File: config.mk
export PLATFORM = sky130hd
export DESIGN_NAME = astro_input_top
export DESIGN_NICKNAME = d
export VERILOG_FILES = /design/src/common/astro_pkg.sv /design/src/common/astro_ifs.sv /design/src/source/astro_input_top.sv /design/src/source/axis_mapper.sv /design/src/source/game_config.sv /design/src/source/paddle_front.sv /design/src/switch_matrix/switch_matrix.sv
export VERILOG_INCLUDE_DIRS = /design/src /design/src/common
export SDC_FILE = /design/constraint.sdc
export NUM_CORES = 1
export LEC_CHECK = 0
export BUFFER_PORTS_ARGS = -buffer_cell sky130_fd_sc_hd__buf_2
export CAP_MARGIN = 30
export CORE_MARGIN = 3
export CORE_UTILIZATION = 51
export DETAILED_ROUTE_END_ITERATION = 6
export HOLD_SLACK_MARGIN = 0.05
export MAX_ROUTING_LAYER = met4
export PLACE_DENSITY = 0.8
export SYNTH_ARGS = -nofsm -noshare
export SYNTH_HDL_FRONTEND = slang
export SYNTH_SLANG_ARGS = --single-unit
File: constraint.sdc
create_clock -name i_clk_sys -period 2.7 [get_ports i_clk_sys]
set_input_delay 0.27 -clock i_clk_sys [delete_from_list [all_inputs] [get_ports i_clk_sys]]
set_output_delay 0.27 -clock i_clk_sys [all_outputs]
set_load 0.02 [all_outputs]
File: src/common/astro_consts.svh
/*
 * Player-input constants: axis count, paddle centre, row idle value and column codes
 */
`ifndef ASTRO_CONSTS_SVH
`define ASTRO_CONSTS_SVH

// Two sticks with two axes each
`define ASTRO_NUM_AXES 4

// Offset that moves a signed stick byte to an unsigned paddle
`define ASTRO_PADDLE_CENTRE 8'd128

// Row value for unused columns and when no game is selected
`define ASTRO_ROW_IDLE 8'hFF

// One-hot column select codes driven by the game CPU
`define ASTRO_COL_0 8'h01
`define ASTRO_COL_1 8'h02
`define ASTRO_COL_2 8'h04
`define ASTRO_COL_3 8'h08

// DIP switch bytes held by the config block
`define ASTRO_NUM_DIPS 4

// Game numbers as written by the host
`define ASTRO_GAME_NUM_EB  8'd1
`define ASTRO_GAME_NUM_SZ  8'd3
`define ASTRO_GAME_NUM_WOW 8'd5
`define ASTRO_GAME_NUM_RR  8'd6

`endif

File: src/common/astro_pkg.sv
/*
 * Player-input type package for the Astrocade-family arcade board
 */
package astro_pkg;

	// ======================================================================
	// Game selection
	// ======================================================================

	// Games kept on this board
	// Game numbers 1, 3, 5 and 6 select them, any other number gives none
	typedef enum logic [2:0] {
		GAME_NONE          = 3'd0,
		GAME_EXTRA_BASES   = 3'd1,
		GAME_SPACE_ZAP     = 3'd2,
		GAME_WIZARD_OF_WOR = 3'd3,
		GAME_ROBBY_ROTO    = 3'd4
	} game_e;

	// ======================================================================
	// Analog axis payloads
	// ======================================================================

	// Centred paddle position
	// 0 is full negative deflection, 128 is rest, 255 is full positive
	typedef logic [7:0] paddle_t;

	// Trackball delta as the CPU reads it in column 08
	// Two's complement, range -8 to +7 in practice
	typedef logic signed [7:0] delta_t;

endpackage

File: src/common/astro_ifs.sv
/*
 * Axis result and game configuration interfaces of the input subsystem
 */

// ==========================================================================
// One mapped analog axis
// ==========================================================================
interface axis_if;

	// Trackball delta for Extra Bases
	astro_pkg::delta_t delta;
	// Wizard of Wor digital view of the axis
	// neg is left or down, pos is right or up
	logic dir_neg;
	logic dir_pos;
	// Stick pushed near an end stop
	logic move;

	// Mapper produces the result
	modport mapper (
		output delta,
		output dir_neg,
		output dir_pos,
		output move
	);

	// Switch matrix consumes it
	modport matrix (
		input delta,
		input dir_neg,
		input dir_pos,
		input move
	);

endinterface

// ==========================================================================
// Game configuration
// ==========================================================================
interface cfg_if;

	astro_pkg::game_e game;
	// DIP byte 1 is not read by any column
	logic [7:0] dip0;
	logic [7:0] dip2;
	logic [7:0] dip3;

	modport source (output game, output dip0, output dip2, output dip3);
	modport sink (input game, input dip0, input dip2, input dip3);

endinterface

File: src/source/astro_input_top.sv
/*
 * Player-input subsystem top: config, analog front end, axis mappers and switch matrix
 */
`include "astro_consts.svh"

module astro_input_top (
	input  logic        i_clk_sys,
	input  logic        i_reset,
	input  logic        i_game_wr,
	input  logic [7:0]  i_game_num,
	input  logic        i_dip_wr,
	input  logic [1:0]  i_dip_addr,
	input  logic [7:0]  i_dip_data,
	input  logic [15:0] i_joy0,
	input  logic [15:0] i_joy1,
	input  logic [15:0] i_joy_a0,
	input  logic [15:0] i_joy_a1,
	input  logic [7:0]  i_col_select,
	input  logic [1:0]  i_track_select,
	output logic [7:0]  o_row_data
);

	astro_pkg::paddle_t [`ASTRO_NUM_AXES-1:0] paddle;

	cfg_if  cfg_bus ();
	axis_if axis_bus [`ASTRO_NUM_AXES] ();

	game_config u_game_config (
		.i_clk_sys  (i_clk_sys),
		.i_reset    (i_reset),
		.i_game_wr  (i_game_wr),
		.i_game_num (i_game_num),
		.i_dip_wr   (i_dip_wr),
		.i_dip_addr (i_dip_addr),
		.i_dip_data (i_dip_data),
		.o_cfg      (cfg_bus)
	);

	paddle_front u_paddle_front (
		.i_clk_sys (i_clk_sys),
		.i_reset   (i_reset),
		.i_joy_a0  (i_joy_a0),
		.i_joy_a1  (i_joy_a1),
		.o_paddle  (paddle)
	);

	// One mapper per paddle axis
	for (genvar g = 0; g < `ASTRO_NUM_AXES; g++) begin : g_mapper
		axis_mapper u_axis_mapper (
			.i_clk_sys (i_clk_sys),
			.i_reset   (i_reset),
			.i_paddle  (paddle[g]),
			.o_axis    (axis_bus[g])
		);
	end

	switch_matrix u_switch_matrix (
		.i_clk_sys      (i_clk_sys),
		.i_reset        (i_reset),
		.i_cfg          (cfg_bus),
		.i_axis         (axis_bus),
		.i_joy0         (i_joy0),
		.i_joy1         (i_joy1),
		.i_col_select   (i_col_select),
		.i_track_select (i_track_select),
		.o_row_data     (o_row_data)
	);

endmodule

File: src/source/axis_mapper.sv
/*
 * Axis mapper turning one paddle into a trackball delta and Wizard of Wor direction/move bits
 */
module axis_mapper (
	input  logic               i_clk_sys,
	input  logic               i_reset,
	input  astro_pkg::paddle_t i_paddle,
	axis_if.mapper             o_axis
);

	// Top nibble minus 8 in five signed bits
	logic signed [4:0] nib_ofs;
	astro_pkg::delta_t delta_d;
	logic              dir_neg_d;
	logic              dir_pos_d;
	logic              move_d;

	// Sixteen delta steps across the stick travel with zero at rest
	assign nib_ofs = $signed({1'b0, i_paddle[7:4]}) - 5'sd8;
	assign delta_d = {{3{nib_ofs[4]}}, nib_ofs};

	// Eight coarse zones from the top three bits
	// Outer zones also press move and the middle four are dead
	always_comb begin
		dir_neg_d = 1'b0;
		dir_pos_d = 1'b0;
		move_d    = 1'b0;
		case (i_paddle[7:5])
			3'd0: begin
				dir_neg_d = 1'b1;
				move_d    = 1'b1;
			end
			3'd1: dir_neg_d = 1'b1;
			3'd6: dir_pos_d = 1'b1;
			3'd7: begin
				dir_pos_d = 1'b1;
				move_d    = 1'b1;
			end
			default: ;
		endcase
	end

	// Registered result with the reset value of a centred stick
	always_ff @(posedge i_clk_sys or posedge i_reset) begin
		if (i_reset) begin
			o_axis.delta   <= '0;
			o_axis.dir_neg <= 1'b0;
			o_axis.dir_pos <= 1'b0;
			o_axis.move    <= 1'b0;
		end else begin
			o_axis.delta   <= delta_d;
			o_axis.dir_neg <= dir_neg_d;
			o_axis.dir_pos <= dir_pos_d;
			o_axis.move    <= move_d;
		end
	end

	// A direction bit needs a delta of the same sign and so never pairs with its opposite
	a_dir_exclusive: assert property (
		@(posedge i_clk_sys) disable iff (i_reset)
		(!o_axis.dir_neg || o_axis.delta < -8'sd4) && (!o_axis.dir_pos || o_axis.delta > 8'sd3)
	);

endmodule

File: src/source/game_config.sv
/*
 * Game configuration: game number latch with one-hot decode and the DIP byte bank
 */
`include "astro_consts.svh"

module game_config (
	input  logic       i_clk_sys,
	input  logic       i_reset,
	input  logic       i_game_wr,
	input  logic [7:0] i_game_num,
	input  logic       i_dip_wr,
	input  logic [1:0] i_dip_addr,
	input  logic [7:0] i_dip_data,
	cfg_if.source      o_cfg
);

	// Raw game number from the host
	logic [7:0]       game_num_q;
	// Decoded game, one cycle behind the number
	astro_pkg::game_e game_q;
	// DIP bank, all switches off after reset
	logic [7:0]       dip_q [`ASTRO_NUM_DIPS];

	// ======================================================================
	// Game number latch and decode
	// ======================================================================
	always_ff @(posedge i_clk_sys or posedge i_reset) begin
		if (i_reset) begin
			game_num_q <= 8'd0;
			game_q     <= astro_pkg::GAME_NONE;
		end else begin
			// One-cycle strobe loads the number
			if (i_game_wr) begin
				game_num_q <= i_game_num;
			end
			// Decode follows on the next edge
			case (game_num_q)
				`ASTRO_GAME_NUM_EB:  game_q <= astro_pkg::GAME_EXTRA_BASES;
				`ASTRO_GAME_NUM_SZ:  game_q <= astro_pkg::GAME_SPACE_ZAP;
				`ASTRO_GAME_NUM_WOW: game_q <= astro_pkg::GAME_WIZARD_OF_WOR;
				`ASTRO_GAME_NUM_RR:  game_q <= astro_pkg::GAME_ROBBY_ROTO;
				// Unknown numbers and the dropped games land here
				default:             game_q <= astro_pkg::GAME_NONE;
			endcase
		end
	end

	// ======================================================================
	// DIP switch bytes
	// ======================================================================
	always_ff @(posedge i_clk_sys or posedge i_reset) begin
		if (i_reset) begin
			for (int i = 0; i < `ASTRO_NUM_DIPS; i++) begin
				dip_q[i] <= 8'hFF;
			end
		end else if (i_dip_wr) begin
			dip_q[i_dip_addr] <= i_dip_data;
		end
	end

	// Config out to the matrix
	assign o_cfg.game = game_q;
	assign o_cfg.dip0 = dip_q[0];
	assign o_cfg.dip2 = dip_q[2];
	assign o_cfg.dip3 = dip_q[3];

	// A DIP write must carry a clean address
	a_dip_addr_known: assert property (
		@(posedge i_clk_sys) disable iff (i_reset)
		i_dip_wr |-> !$isunknown(i_dip_addr)
	);

endmodule

File: src/source/paddle_front.sv
/*
 * Analog front end: two stick words to four registered, centred paddle axes
 */
`include "astro_consts.svh"

module paddle_front (
	input  logic                                        i_clk_sys,
	input  logic                                        i_reset,
	input  logic [15:0]                                 i_joy_a0,
	input  logic [15:0]                                 i_joy_a1,
	output astro_pkg::paddle_t [`ASTRO_NUM_AXES-1:0]    o_paddle
);

	// Signed stick bytes before the centre offset
	logic [`ASTRO_NUM_AXES-1:0][7:0] stick_raw;

	// ======================================================================
	// Axis order
	// ======================================================================
	// Axis 0 is P1 left/right, low byte of stick 0
	assign stick_raw[0] = i_joy_a0[7:0];
	// Axis 1 is P1 up/down
	// Stick reports up as negative, the cabinet wants it positive
	assign stick_raw[1] = ~i_joy_a0[15:8];
	// Axes 2 and 3 repeat the layout for stick 1
	assign stick_raw[2] = i_joy_a1[7:0];
	assign stick_raw[3] = ~i_joy_a1[15:8];

	// ======================================================================
	// Centre and register
	// ======================================================================
	always_ff @(posedge i_clk_sys or posedge i_reset) begin
		if (i_reset) begin
			// Sticks at rest
			for (int i = 0; i < `ASTRO_NUM_AXES; i++) begin
				o_paddle[i] <= `ASTRO_PADDLE_CENTRE;
			end
		end else begin
			// Adding 128 modulo 256 turns -128..127 into 0..255
			for (int i = 0; i < `ASTRO_NUM_AXES; i++) begin
				o_paddle[i] <= stick_raw[i] + `ASTRO_PADDLE_CENTRE;
			end
		end
	end

endmodule

File: src/switch_matrix/switch_matrix.sv
/*
 * Switch matrix: per-game column bytes selected by the CPU column and trackball select
 */
`include "astro_consts.svh"

module switch_matrix (
	input  logic        i_clk_sys,
	input  logic        i_reset,
	cfg_if.sink         i_cfg,
	axis_if.matrix      i_axis [`ASTRO_NUM_AXES],
	input  logic [15:0] i_joy0,
	input  logic [15:0] i_joy1,
	input  logic [7:0]  i_col_select,
	input  logic [1:0]  i_track_select,
	output logic [7:0]  o_row_data
);

	// Axis results flattened out of the interface array
	astro_pkg::delta_t               axis_delta [`ASTRO_NUM_AXES];
	logic [`ASTRO_NUM_AXES-1:0]      axis_neg;
	logic [`ASTRO_NUM_AXES-1:0]      axis_pos;
	logic [`ASTRO_NUM_AXES-1:0]      axis_move;
	logic                            is_eb;
	logic                            is_wow;
	logic [7:0]                      eb_col0;
	logic [7:0]                      eb_col1;
	logic [7:0]                      std_col0;
	logic [7:0]                      p1_stick;
	logic [7:0]                      p2_stick;
	logic [7:0]                      track_delta;
	logic [7:0]                      row_d;

	for (genvar a = 0; a < `ASTRO_NUM_AXES; a++) begin : g_axis
		assign axis_delta[a] = i_axis[a].delta;
		assign axis_neg[a]   = i_axis[a].dir_neg;
		assign axis_pos[a]   = i_axis[a].dir_pos;
		assign axis_move[a]  = i_axis[a].move;
	end

	// Stick byte: 1, 1, ~fire, move, ~right, ~left, ~down, ~up
	// Joystick word bits: right 0, left 1, down 2, up 3, fire 4, move 5
	function automatic logic [7:0] stick_byte(
		input logic [15:0] joy,
		input logic        wow,
		input logic        analog,
		input logic        lr_neg,
		input logic        lr_pos,
		input logic        ud_neg,
		input logic        ud_pos,
		input logic        any_move
	);
		logic [3:0] dir_n;
		logic       move_bit;
		if (wow && analog) begin
			// Directions from the mappers, move when either axis is at a stop
			dir_n    = {~lr_pos, ~lr_neg, ~ud_neg, ~ud_pos};
			move_bit = ~any_move;
		end else begin
			dir_n    = {~joy[0], ~joy[1], ~joy[2], ~joy[3]};
			// Only Wizard of Wor has a move button, active high
			move_bit = wow ? joy[5] : 1'b1;
		end
		return {2'b11, ~joy[4], move_bit, dir_n};
	endfunction

	assign is_eb  = (i_cfg.game == astro_pkg::GAME_EXTRA_BASES);
	assign is_wow = (i_cfg.game == astro_pkg::GAME_WIZARD_OF_WOR);

	// ======================================================================
	// Column bytes
	// ======================================================================
	// Extra Bases: starts and both fire buttons
	assign eb_col0 = {2'b11, ~i_joy0[7], ~i_joy0[6], 2'b11, ~i_joy0[4], ~i_joy1[4]};
	// Extra Bases: two jumpers share dip0 bit 1, coin at bit 0
	assign eb_col1 = {1'b1, i_cfg.dip0[1], 1'b1, i_cfg.dip0[1], 3'b111, ~i_joy0[8]};
	// Other games: starts, coin and two dip2 switches
	assign std_col0 = {i_cfg.dip2[2], ~i_joy0[7], ~i_joy0[6], 1'b1,
		i_cfg.dip2[1], 1'b1, ~i_joy0[8], 1'b1};

	// P1 uses axes 0 and 1, analog mode on dip0 bit 0
	assign p1_stick = stick_byte(i_joy0, is_wow, i_cfg.dip0[0], axis_neg[0], axis_pos[0],
		axis_neg[1], axis_pos[1], axis_move[0] | axis_move[1]);
	// P2 uses axes 2 and 3, analog mode on dip0 bit 1
	assign p2_stick = stick_byte(i_joy1, is_wow, i_cfg.dip0[1], axis_neg[2], axis_pos[2],
		axis_neg[3], axis_pos[3], axis_move[2] | axis_move[3]);

	// Trackball axis picked by the CPU
	always_comb begin
		case (i_track_select)
			2'd0:    track_delta = axis_delta[1];
			2'd1:    track_delta = axis_delta[0];
			2'd2:    track_delta = axis_delta[3];
			default: track_delta = axis_delta[2];
		endcase
	end

	// ======================================================================
	// Column select and row register
	// ======================================================================
	always_comb begin
		row_d = `ASTRO_ROW_IDLE;
		if (i_cfg.game != astro_pkg::GAME_NONE) begin
			case (i_col_select)
				`ASTRO_COL_0: row_d = is_eb ? eb_col0 : std_col0;
				`ASTRO_COL_1: row_d = is_eb ? eb_col1 : p2_stick;
				`ASTRO_COL_2: row_d = is_eb ? i_cfg.dip2 : p1_stick;
				`ASTRO_COL_3: row_d = is_eb ? track_delta : i_cfg.dip3;
				default:      row_d = `ASTRO_ROW_IDLE;
			endcase
		end
	end

	always_ff @(posedge i_clk_sys or posedge i_reset) begin
		if (i_reset) begin
			o_row_data <= `ASTRO_ROW_IDLE;
		end else begin
			o_row_data <= row_d;
		end
	end

	// No game selected means an idle row on the next read
	a_idle_without_game: assert property (
		@(posedge i_clk_sys) disable iff (i_reset)
		(i_cfg.game == astro_pkg::GAME_NONE) |=> (o_row_data == `ASTRO_ROW_IDLE)
	);

endmodule

==> results of run 1 <==
layout make-up:
| cell class | instances | area [µm²] |
|---|---|---|
| multi-input cells | 171 | 1250 |
| clock buffers | 11 | 131 |
| inverters | 22 | 82.6 |
| clock inverters | 5 | 33.8 |
| flip-flops and latches | 81 | 2060 |
| well taps | 77 | 96.3 |
| fillers | 510 | 2260 |
| repair buffers | 90 | 543 |
cells in the final DEF (no fill, tap or decap), drive strengths merged, types with 6 or more instances in the layout:
cell type	count
a21oi	10
a221oi	6
buf	73
clkbuf	11
dfrtp	51
dfstp	30
dlygate4sd3	17
inv	22
mux2	28
nand2	29
nand3	9
nor2	13
nor3	7
o211ai	6
o21ai	7
o22ai	7
power groups by stage:
stage	logic [mW]	clock network (mW)	registers [mW]
6_report	0.265	0.755	1.42
4_1_cts	0.267	0.782	1.43
3_5_place_dp	0.248	0	1.45
3_3_place_gp	0.239	0	1.44
5_1_grt	0.297	0.834	1.44
2_1_floorplan	0.173	0	1.41
kinds of logic (layout without fill, tap and decap cells):
logic type      Yosys count  in the layout
mux                      32             32
flops                    81             81
buf+inv                  32            128
simple gates             89             89
xor+xnor                  2              2
compound gates           48             48
flip-flops by register name, indices dropped and copies added, names as in the netlist:
signal / cells
g_mapper.u_axis_mapper.o_axis.delta: 16
g_mapper.u_axis_mapper.o_axis.dir_neg: 4
g_mapper.u_axis_mapper.o_axis.dir_pos: 4
g_mapper.u_axis_mapper.o_axis.move: 4
u_game_config.game_num_q: 8
u_game_config.o_cfg.dip0: 2
u_game_config.o_cfg.dip2: 8
u_game_config.o_cfg.dip3: 8
u_game_config.o_cfg.game: 3
u_paddle_front.o_paddle: 16
u_switch_matrix.o_row_data: 8
critical path, cell delays in order (launching register included):
cell and delay, ns:
dfrtp_1 0.44, or3b_1 0.63, nand3_1 0.17, a21oi_1 0.07, a2111oi_0 0.52, nand3_1 0.16
metal layers:
layer  vias to the layer above  share of wire (%)
met1                      1213                 43
met5                         -                  0
met3                        12                6.6
met2                        98                 49
met4                         0                1.4
li1                       1196                  -
per-stage QoR:
| stage | power [mW] | hold slack, ns |
|---|---|---|
| after floorplan | 1.58 | 0.274 |
| after global placement | 1.68 | 0.316 |
| after detailed placement | 1.70 | 0.327 |
| after CTS | 2.48 | 0.127 |
| after global routing | 2.57 | 0.137 |
| final | 2.44 | 0.150 |
how the worst max path moves through the flow:
stage	to	slack (ns)
after floorplan	g_mapper[0].u_axis_mapper.o_axis.delta[0]$_DFF_PP0_	0.40
after global placement	u_switch_matrix.o_row_data[3]$_DFF_PP1_	0.72
after detailed placement	u_switch_matrix.o_row_data[3]$_DFF_PP1_	0.68
after CTS	u_switch_matrix.o_row_data[3]$_DFF_PP1_	0.67
after global routing	u_switch_matrix.o_row_data[4]$_DFF_PP1_	0.55
final	u_switch_matrix.o_row_data[3]$_DFF_PP1_	0.61
repair_timing:
item                      CTS  global route
hold buffers               17             0
hold endpoints to repair   37             0
setup buffers               0             0
==> impl_results.md, run 1 <==
* Non-Filler Instances at 457
* Die H at 88.2 µm
* #FFs+latches synth at 81
* Xor and xnor area share after synthesis at 0.508%
* Mean post-synth cell area at approximately 12 µm²
* DR DRC count at 0
* Asr flop ratio synth at 100%
* Post-layout nets at 471
* CORE AREA at 6460 µm²
* Fmax at 479 MHz
* Most frequent cell after synthesis: dfrtp_1
* Synthesized instance count at 284
* Clock Skew at 0.00873 ns
* Synth cell types at 42
* Row cnt at 29
* Clock latency on the worst-skew pair at around 0.35 ns
* DP Worst Slack at 0.683 ns
* Reg2reg setup slack at 0.61 ns
* Largest family of logic cells by synthesized area: simple AND/OR/NAND/NOR gates
* RD Place Congestion at 0.931
* Startpoint Class: flip-flop
* Status: complete, no violations
* Fin. Hold Viols at 0
* Worst-path fanout max at 16
* FF-to-FF path depth at 5
* Maxcap violations at 0
* CP startpoint: u_game_config.o_cfg.game[2]$_DFF_PP0_
* Synth Area in Adders at 0%
* Number of flops mapped to enable cells by yosys at 0
* Resize count post-CTS at 0
* Final setup fails at 0
* Seq pwr share at 58.3%
* GRT busiest layer: met2
* Port bufs at 70
* Synth Cell Area at 3450 µm²
* Vias per cell at 5.51
* Synthesis Warnings at 0
* Dpl hpwl at 5220 µm
* HP Start: i_game_num[7]
* Slew headroom at 49.1%
* Finished Cell Area at 4200 µm²
* Longest Clk Path Bufs at 2
* Initial antenna violation count at 0
* P&R area growth vs syn at 21.9%
* CTS root buffer: clkbuf_8
* Arrival time worst endpoint at 2.34 ns
* Critical path class: reg2reg
* Drt first pass iters at 4
* Multiplexer share of the synthesized area at 12.0%
* Fin worst setup slack at 0.611 ns
* Largest net degree at the start of global routing at 30
* Area fraction in and, or, nand and nor cells after synthesis at between 10% and 20%
* Horiz. Die Dim at 88.2 µm
* GR Layer Usage met3 at 4.61%
* Antenna Cells at 0
* Initial Util at 53.4%
* Synth top area share at a little under two fifths
* Num CTS Buffers at 9
* Routed vias at about 2.5k
* Commonest cells in the netlist: 51 x dfrtp_1, 30 x dfstp_2, 29 x nand2_1
* DRT Wirelength at just over 7000 µm
* Met2 GRT Util at 33.2%
* Slew at the pin closest to its max-slew limit at 0.761 ns
* First-pass GRT wire length at 11,700 µm
* Setup TNS at 0 ns
* Period utilization at 77.4%
* Routed length per instance at approximately 16 µm
* Critical Path Sink Type: flip-flop
* All-layer global routing usage at a little over a fifth
* Final max-slew violation count at 0
* Compound-Gate Fraction of Synth Area at 9.44%
* Post-synth top flop: dfrtp_1
* Area leader, netlist: dfrtp_1
* Crit Reg-Reg Endpoint: u_switch_matrix.o_row_data[3]$_DFF_PP1_
* Clock power share at 30.9%
* Fin crit period at 2.09 ns
* Final Core Density at between 60% and 70%
* Gr ovfl total at 0
* Worst hold-check path type: in2reg
* H-tree depth at 3
* Initial DRC Count at 219
* Pwr/cell area at ~580 nW/µm²
* Static Leak at 1.85 nW
* Mapped Nets at between 300 and 400
* GR met1 Demand/Resource at a little over a quarter
* Detail Route Antenna Nets at 0
* Sw Share at approximately 25%
* Clock edge transition at the registers on the reported setup and hold paths at 0.08 ns
* Placed Cells at 424
* I/O pin cnt at 104
* Switch Pwr at 0.612 mW
* Logic gate share of total power at 10.8%
* Share of layout cells above drive strength 1 at between 40% and 50%
* Seq/Total Area, Yosys at 59.9%
* Peak VDD IR at 526 µV
* CTS sink cnt at 81
* Hold path depth at 2
* Reg2Reg Launch Point: u_game_config.o_cfg.game[2]$_DFF_PP0_
* Vias in the first global route at 2,458
* Critical Path RT at between 2 and 3 ns
* RSZ-0062 raised after global routing: false
* Internal power at 1.83 mW
* Largest cells by area after synthesis: dfrtp_1 37%, dfstp_2 23%, mux2_2 9.2%
* Die ar. at between 7000 and 8000 µm²
* CTS tree: yes
* Post-DP Area at 3870 µm²
* WHS Endpoint: u_game_config.game_num_q[7]$_DFFE_PP0P_
Power figures use the tool's default switching activity.
==> run 2: changes to the inputs <==
Settings changed: ABC_AREA set to 1, CORE_UTILIZATION 51 to 46, PLACE_DENSITY 0.8 to 0.76.
Clock period 2.7 ns to 1.8 ns, I/O delays scaled along.
==> run 2 against run 1 <==
Effect of this change: largest power group unchanged; register-to-register slack worse by 0.33 ns; worst hold slack worse by 0.088 ns; synthesized cell count rose by 45%; combinational power up 50%; core utilization is 3.7 points lower; highest routed layer unchanged; clock skew decreased by 0.0029 ns; fmax grew 37%; via count rose by 16%.
==> impl_results.md, run 2 <==
* Commonest non-fill, non-tap cell in the layout: nand2_1
* Routed vias at 2,922
* Largest net degree at the start of global routing at 48
* Share of layout cells above drive strength 1 at 26.3%
* P&R area growth vs syn at 27.2%
* Commonest cells in the netlist: 94 x nand2_1, 68 x inv_1, 51 x dfrtp_1
* Post-synth top flop: dfrtp_1
* Die ar. at a little under 9000 µm²
* Number of flops mapped to enable cells by yosys at 0
* CTS sink cnt at 81
* Drt first pass iters at 4
* Final setup fails at 0
* Antenna Cells at 0
* Final max-slew violation count at 0
* Critical Path RT at 2.08 ns
* Row cnt at 31
* Setup bufs post-CTS at 0
* HP Start: i_game_num[7]
* H-tree depth at 3
* Commonest cells after routing, fill and taps aside: 94 x nand2_1, 70 x buf_2, 67 x inv_1
* CP Buf/Inv Count at 1
* Seq/Total Area, Yosys at 58.1%
* Placed Cells at 576
* Peak VDD IR at 518 µV
* Status: complete, no violations
* CP cell instances: nor2_4 > nand2_4 > inv_2 > nand2_2 > nand2_1 > nand2_1 > a21oi_1 > nand3_1
* CP startpoint: u_game_config.o_cfg.game[2]$_DFF_PP0_
* Routed length per instance at 12.3 µm
* Synth Cell Area at 3550 µm²
* Slew at the pin closest to its max-slew limit at 0.531 ns
* Horiz. Die Dim at 93.9 µm
* Synth top area share at 35.9%
* Final Total Pwr at 4.06 mW
* DP Worst Slack at 0.308 ns
* Post-layout nets at 611
* FF-to-FF path depth at 8
* Arrival time worst endpoint at ~1.8 ns
* FILL cells at ~630
* Gr ovfl total at 0
* Slowest stage delay, CP at 0.44 ns
* Synthesis Warnings at 0
* Initial antenna violation count at 0
* Slew headroom at 64.5%
* #FFs+latches synth at 81
* Pwr/cell area at about 900 nW/µm²
* CTS root buffer: clkbuf_8
* Critical path class: reg2reg
* Longest Clk Path Bufs at 2
* Vias per cell at between 4 and 5
* Mean post-synth cell area at 8.63 µm²
* Period utilization at a little over four fifths
* WHS Endpoint: u_game_config.game_num_q[7]$_DFFE_PP0P_
* Hold path depth at 3
* Worst-path fanout max at 28
* Synth cell types at 24
* Clock edge transition at the registers on the reported setup and hold paths at roughly 0.080 ns
* RSZ-0062 raised after global routing: false
* Maxcap violations at 0
* DR DRC count at 0
* Die H at 93.9 µm
* Sequential Area at 2060 µm²
* Mapped Nets at 508
* CP delay by family, top: simple AND/OR/NAND/NOR gates
* Fmax at 658 MHz
* Area leader, netlist: dfrtp_1
* Initial DRC Count at 155
* Fin crit period at 1.52 ns
* First-pass GRT wire length at 12,900 µm
* Dpl hpwl at 5530 µm
* DRT Wirelength at ~7600 µm
* CORE AREA at 7370 µm²
* Multi-input gate area at 1180 µm²
* Setup TNS at 0 ns
* Fin. Hold Viols at 0
* Clock Skew at 0.00588 ns
* All-layer global routing usage at 19.4%
* RD Place Congestion at 0.931
* Non-Filler Instances at 619
* Top flop regs: g_mapper.u_axis_mapper.o_axis.delta x16, u_paddle_front.o_paddle x16
* Fin worst setup slack at around 0.28 ns
* Asr flop ratio synth at 100%
* Detail Route Antenna Nets at 0
* CTS tree: yes
* Num CTS Buffers at 9
* Crit Reg-Reg Endpoint: u_switch_matrix.o_row_data[6]$_DFF_PP1_
* Reg2reg setup slack at 0.28 ns
* Port bufs at 70
* I/O pin cnt at 104
* Initial Util at 48.2%
* Vias in the first global route at about 3k
* Synthesized instance count at between 400 and 500
* Worst hold-check path type: in2reg
* Static Leak at 2.30 nW
* Critical Path Most Common Cell: nand2_1
* Reg2Reg Launch Point: u_game_config.o_cfg.game[2]$_DFF_PP0_
* Most frequent cell after synthesis: nand2_1
* Slowest stage cell on the critical path: dfrtp_1
* Largest cells by area after synthesis: dfrtp_1 36%, dfstp_2 22%, nand2_1 9.9%
* Critical Path Sink Type: flip-flop
* Startpoint Class: flip-flop
* Clock latency on the worst-skew pair at 0.35 ns
## run 2: cells by family after synthesis
logic type                count (synthesis)  synth area share, %
and+or+nand+nor                         199                 24.9
DFF                                      81                 58.1
buffers and inverters                    76                 8.69
AOI/OAI and AO/OA                        53                 7.46
muxes                                     2                0.634
xor gates and xnor gates                  1                0.246
## run 2: power breakdown
| group | switching (mW) | internal [mW] |
|---|---|---|
| clock network | 0.643 | 0.923 |
| registers | 0.0885 | 2.01 |
| logic | 0.212 | 0.185 |
## run 2: area by class of cell
cell class	instances	share of cell area, %
clock inverters	7	2.60
inverters	69	5.81
well taps	99	2.74
repair buffers	99	14.3
clock buffers	9	2.74
flip-flops and latches	81	45.7
multi-input cells	255	26.1
## run 2: timing repair
action,in CTS,in global routing
resized for setup,0,0
hold buffers,27,0
endpoints found under the hold margin,40,0
endpoints found under the setup margin,0,0
## run 2: worst max path at each step
stage,to,slack [ns],cells after the start
global placement,u_switch_matrix.o_row_data[6]$_DFF_PP1_,0.31,8
global route,u_switch_matrix.o_row_data[6]$_DFF_PP1_,0.09,8
finish,u_switch_matrix.o_row_data[6]$_DFF_PP1_,0.28,8
floorplan,u_switch_matrix.o_row_data[6]$_DFF_PP1_,0.56,9
CTS,u_switch_matrix.o_row_data[6]$_DFF_PP1_,0.29,8
detailed placement,u_switch_matrix.o_row_data[6]$_DFF_PP1_,0.31,8
## run 2: metal layers
layer	share of wire [%]	up-vias	track usage [%]
met4	1.5	0	7.94
met1	44	1352	24.4
met3	5.6	12	3.13
met2	49	83	31.6
li1	-	1475	-
met5	0	-	-
## run 2: per-stage QoR
step / hold WS [ns] / area [µm²] / utilization, %
floorplan: 0.184 / 3560 / -
global placement: 0.169 / 4010 / 54.4
detailed placement: 0.164 / 4010 / 54.4
CTS: 0.0524 / 4520 / 61.4
global route: 0.0511 / 4520 / 61.4
finish: 0.0619 / 4520 / 61.4
## run 2: worst min-delay path, cell delays in order
cell	delay, ns
buf_2	0.07
nand2_1	0.04
o21ai_0	0.07
==> run 3: changes to the inputs <==
Settings changed: ABC_AREA 1 to 0, CORE_UTILIZATION 46 to 51, PLACE_DENSITY 0.76 to 0.8.
Clock period 1.8 ns to 1.5 ns, I/O delays scaled along.
==> run 3 against run 2 <==
Effect of this change: sequential cell count stayed put; setup slack got worse by 0.38 ns; fmax down 5.0%; routed wire length up 12%; worst hold slack gained 0.032 ns; clock skew is 0.0083 ns higher; core utilization rose by 14 points; first-iteration DRC count increased by 27%; register-to-register slack worse by 0.38 ns; critical path type unchanged; clock power rose by 21%; the flow now finishes with violations (setup timing); sequential power grew 22%.
==> impl_results.md, run 3 (synthesis gave the netlist of run 1 again) <==
* Critical path class: reg2reg
* Die H at 88.2 µm
* Clock latency on the worst-skew pair at 0.35 ns
* DRT Wirelength at between 8000 and 9000 µm
* Worst-path fanout max at 5
* Initial Util at 53.4%
* Antenna Cells at 0
* FF-to-FF path depth at 4
* Finished Cell Area at just under 5000 µm²
* WL met2 at between 4000 and 5000 µm
* Detail Route Antenna Nets at 0
* WL met3 at slightly below 500 µm
* Commonest cells after routing, fill and taps aside: 71 x buf_2, 51 x dfrtp_1, 32 x dlygate4sd3_1
* Slowest stage delay, CP at 0.46 ns
* Port bufs at 70
* RSZ-0062 raised after global routing: true
* Post-layout nets at 523
* Maxcap violations at 0
* Vias per cell at around 5.4
* Pwr/cell area at roughly 1000 nW/µm²
* CTS root buffer: clkbuf_8
* Top flop regs: g_mapper.u_axis_mapper.o_axis.delta x16, u_paddle_front.o_paddle x16
* CP delay by family, top: simple AND/OR/NAND/NOR gates
* Critical Path RT at 1.77 ns
* Crit Reg-Reg Endpoint: u_switch_matrix.o_row_data[5]$_DFF_PP1_
* Longest Clk Path Bufs at 2
* P&R area growth vs syn at 41.5%
* CP Buf/Inv Count at 0
* End of the critical path: u_switch_matrix.o_row_data[5]$_DFF_PP1_
* CP cell instances: or3b_4 > o211ai_1 > o211ai_1 > or3b_1
* Horiz. Die Dim at 88.2 µm
* Vias in the first global route at 2,765
* Largest net degree at the start of global routing at 82
* Slowest stage cell on the critical path: or3b_4
* Final Total Pwr at 5.09 mW
* Failing checks: setup timing
* Critical Path Most Common Cell: o211ai_1
* CP startpoint: u_game_config.o_cfg.game[0]$_DFF_PP0_
* Initial antenna violation count at 0
* Initial DRC Count at 197
* Post-DP Area at 4140 µm²
* Wire length on met1 at 3580 µm
* Commonest non-fill, non-tap cell in the layout: buf_2
* Arrival time worst endpoint at roughly 1.9 ns
* All-layer global routing usage at 23.6%
* Hold path depth at 2
* Row cnt at 29
* Die ar. at 7780 µm²
* Slew headroom at 71.6%
* Period utilization at 107%
* Highest metal used: met4
* Fin. Hold Viols at 0
* Fin worst setup slack at -0.0998 ns
* Num CTS Buffers at 9
* Clock edge transition at the registers on the reported setup and hold paths at ~0.08 ns
* H-tree depth at 3
* I/O pin cnt at 104
* Slew at the pin closest to its max-slew limit at 0.426 ns
* CORE AREA at ~6500 µm²
* Share of layout cells above drive strength 1 at between 40% and 50%
* Final max-slew violation count at 0
* Reg2Reg Launch Point: u_game_config.o_cfg.game[0]$_DFF_PP0_
* CTS tree: yes
* Levels on crit path at 4
* Final setup fails at 6
* Drt first pass iters at 5
* Status: finished, violations left
* Static Leak at between 2 and 2.5 nW
* First-pass GRT wire length at 13,200 µm
* Fin crit period at roughly 1.6 ns
* Reg2reg setup slack at -0.1 ns
* CTS sink cnt at 81
* Startpoint Class: flip-flop
* Clock Skew at 0.0142 ns
* RD Place Congestion at approximately 0.95
* Routed length per instance at 16.8 µm
* Gr ovfl total at 0
* Critical Path Sink Type: flip-flop
* Dpl hpwl at 5740 µm
* Peak VDD IR at 906 µV
* Routed vias at 2,769
* Worst hold-check path type: in2reg
* DR DRC count at 0
* Fmax at 625 MHz
-- run 3: layer usage --
metal	up-vias	GRT usage [%]
met3	11	5.83
met4	0	7.14
met1	1341	28.2
met5	-	-
li1	1302	-
met2	115	39.6
-- run 3: what timing repair did --
action,4_1_cts,5_1_grt
hold buffers,32,0
endpoints found under the setup margin,8,8
setup buffers,0,3
resized for setup,19,17
cloned,1,1
hold endpoints to repair,89,0
pin swaps,1,10
-- run 3: final cells by class --
type | count | area, µm²
clock buffers | 10 | 128
clock inverters | 6 | 115
fillers | 418 | 1580
inverters | 22 | 86.3
multi-input cells | 172 | 1380
flip-flops and latches | 81 | 2060
well taps | 77 | 96.3
repair buffers | 141 | 1000
-- run 3: through the flow --
stage / setup TNS [ns] / setup WS (ns) / hold WS (ns) / utilization [%] / std cells
2_1_floorplan: -0.181 / -0.0784 / 0.154 / - / 284
3_3_place_gp: -0.898 / -0.248 / 0.255 / 64.0 / 456
3_5_place_dp: -1.10 / -0.234 / 0.256 / 64.0 / 456
4_1_cts: -0.226 / -0.0919 / 0.0622 / 73.9 / 505
5_1_grt: -0.869 / -0.175 / 0.0820 / 75.5 / 509
6_report: -0.391 / -0.0998 / 0.0935 / 75.5 / 509
-- run 3: how the worst min path moves through the flow --
stage | from | to | slack [ns]
after floorplan | i_joy_a0[15] | u_paddle_front.o_paddle[15]$_DFF_PP1_ | 0.15
after global placement | i_joy_a1[15] | u_paddle_front.o_paddle[31]$_DFF_PP1_ | 0.25
after detailed placement | i_joy_a0[15] | u_paddle_front.o_paddle[15]$_DFF_PP1_ | 0.26
after CTS | i_dip_data[1] | u_game_config.o_cfg.dip2[1]$_DFFE_PP1P_ | 0.06
after global routing | i_dip_data[1] | u_game_config.o_cfg.dip2[1]$_DFFE_PP1P_ | 0.08
final | i_dip_data[1] | u_game_config.o_cfg.dip2[1]$_DFFE_PP1P_ | 0.09
-- run 3: power breakdown --
part	leakage, nW	internal, mW	switching (mW)
combinational	1.12	0.356	0.276
clock	0.117	1.11	0.786
sequential	0.932	2.44	0.126
total	2.17	3.91	1.19
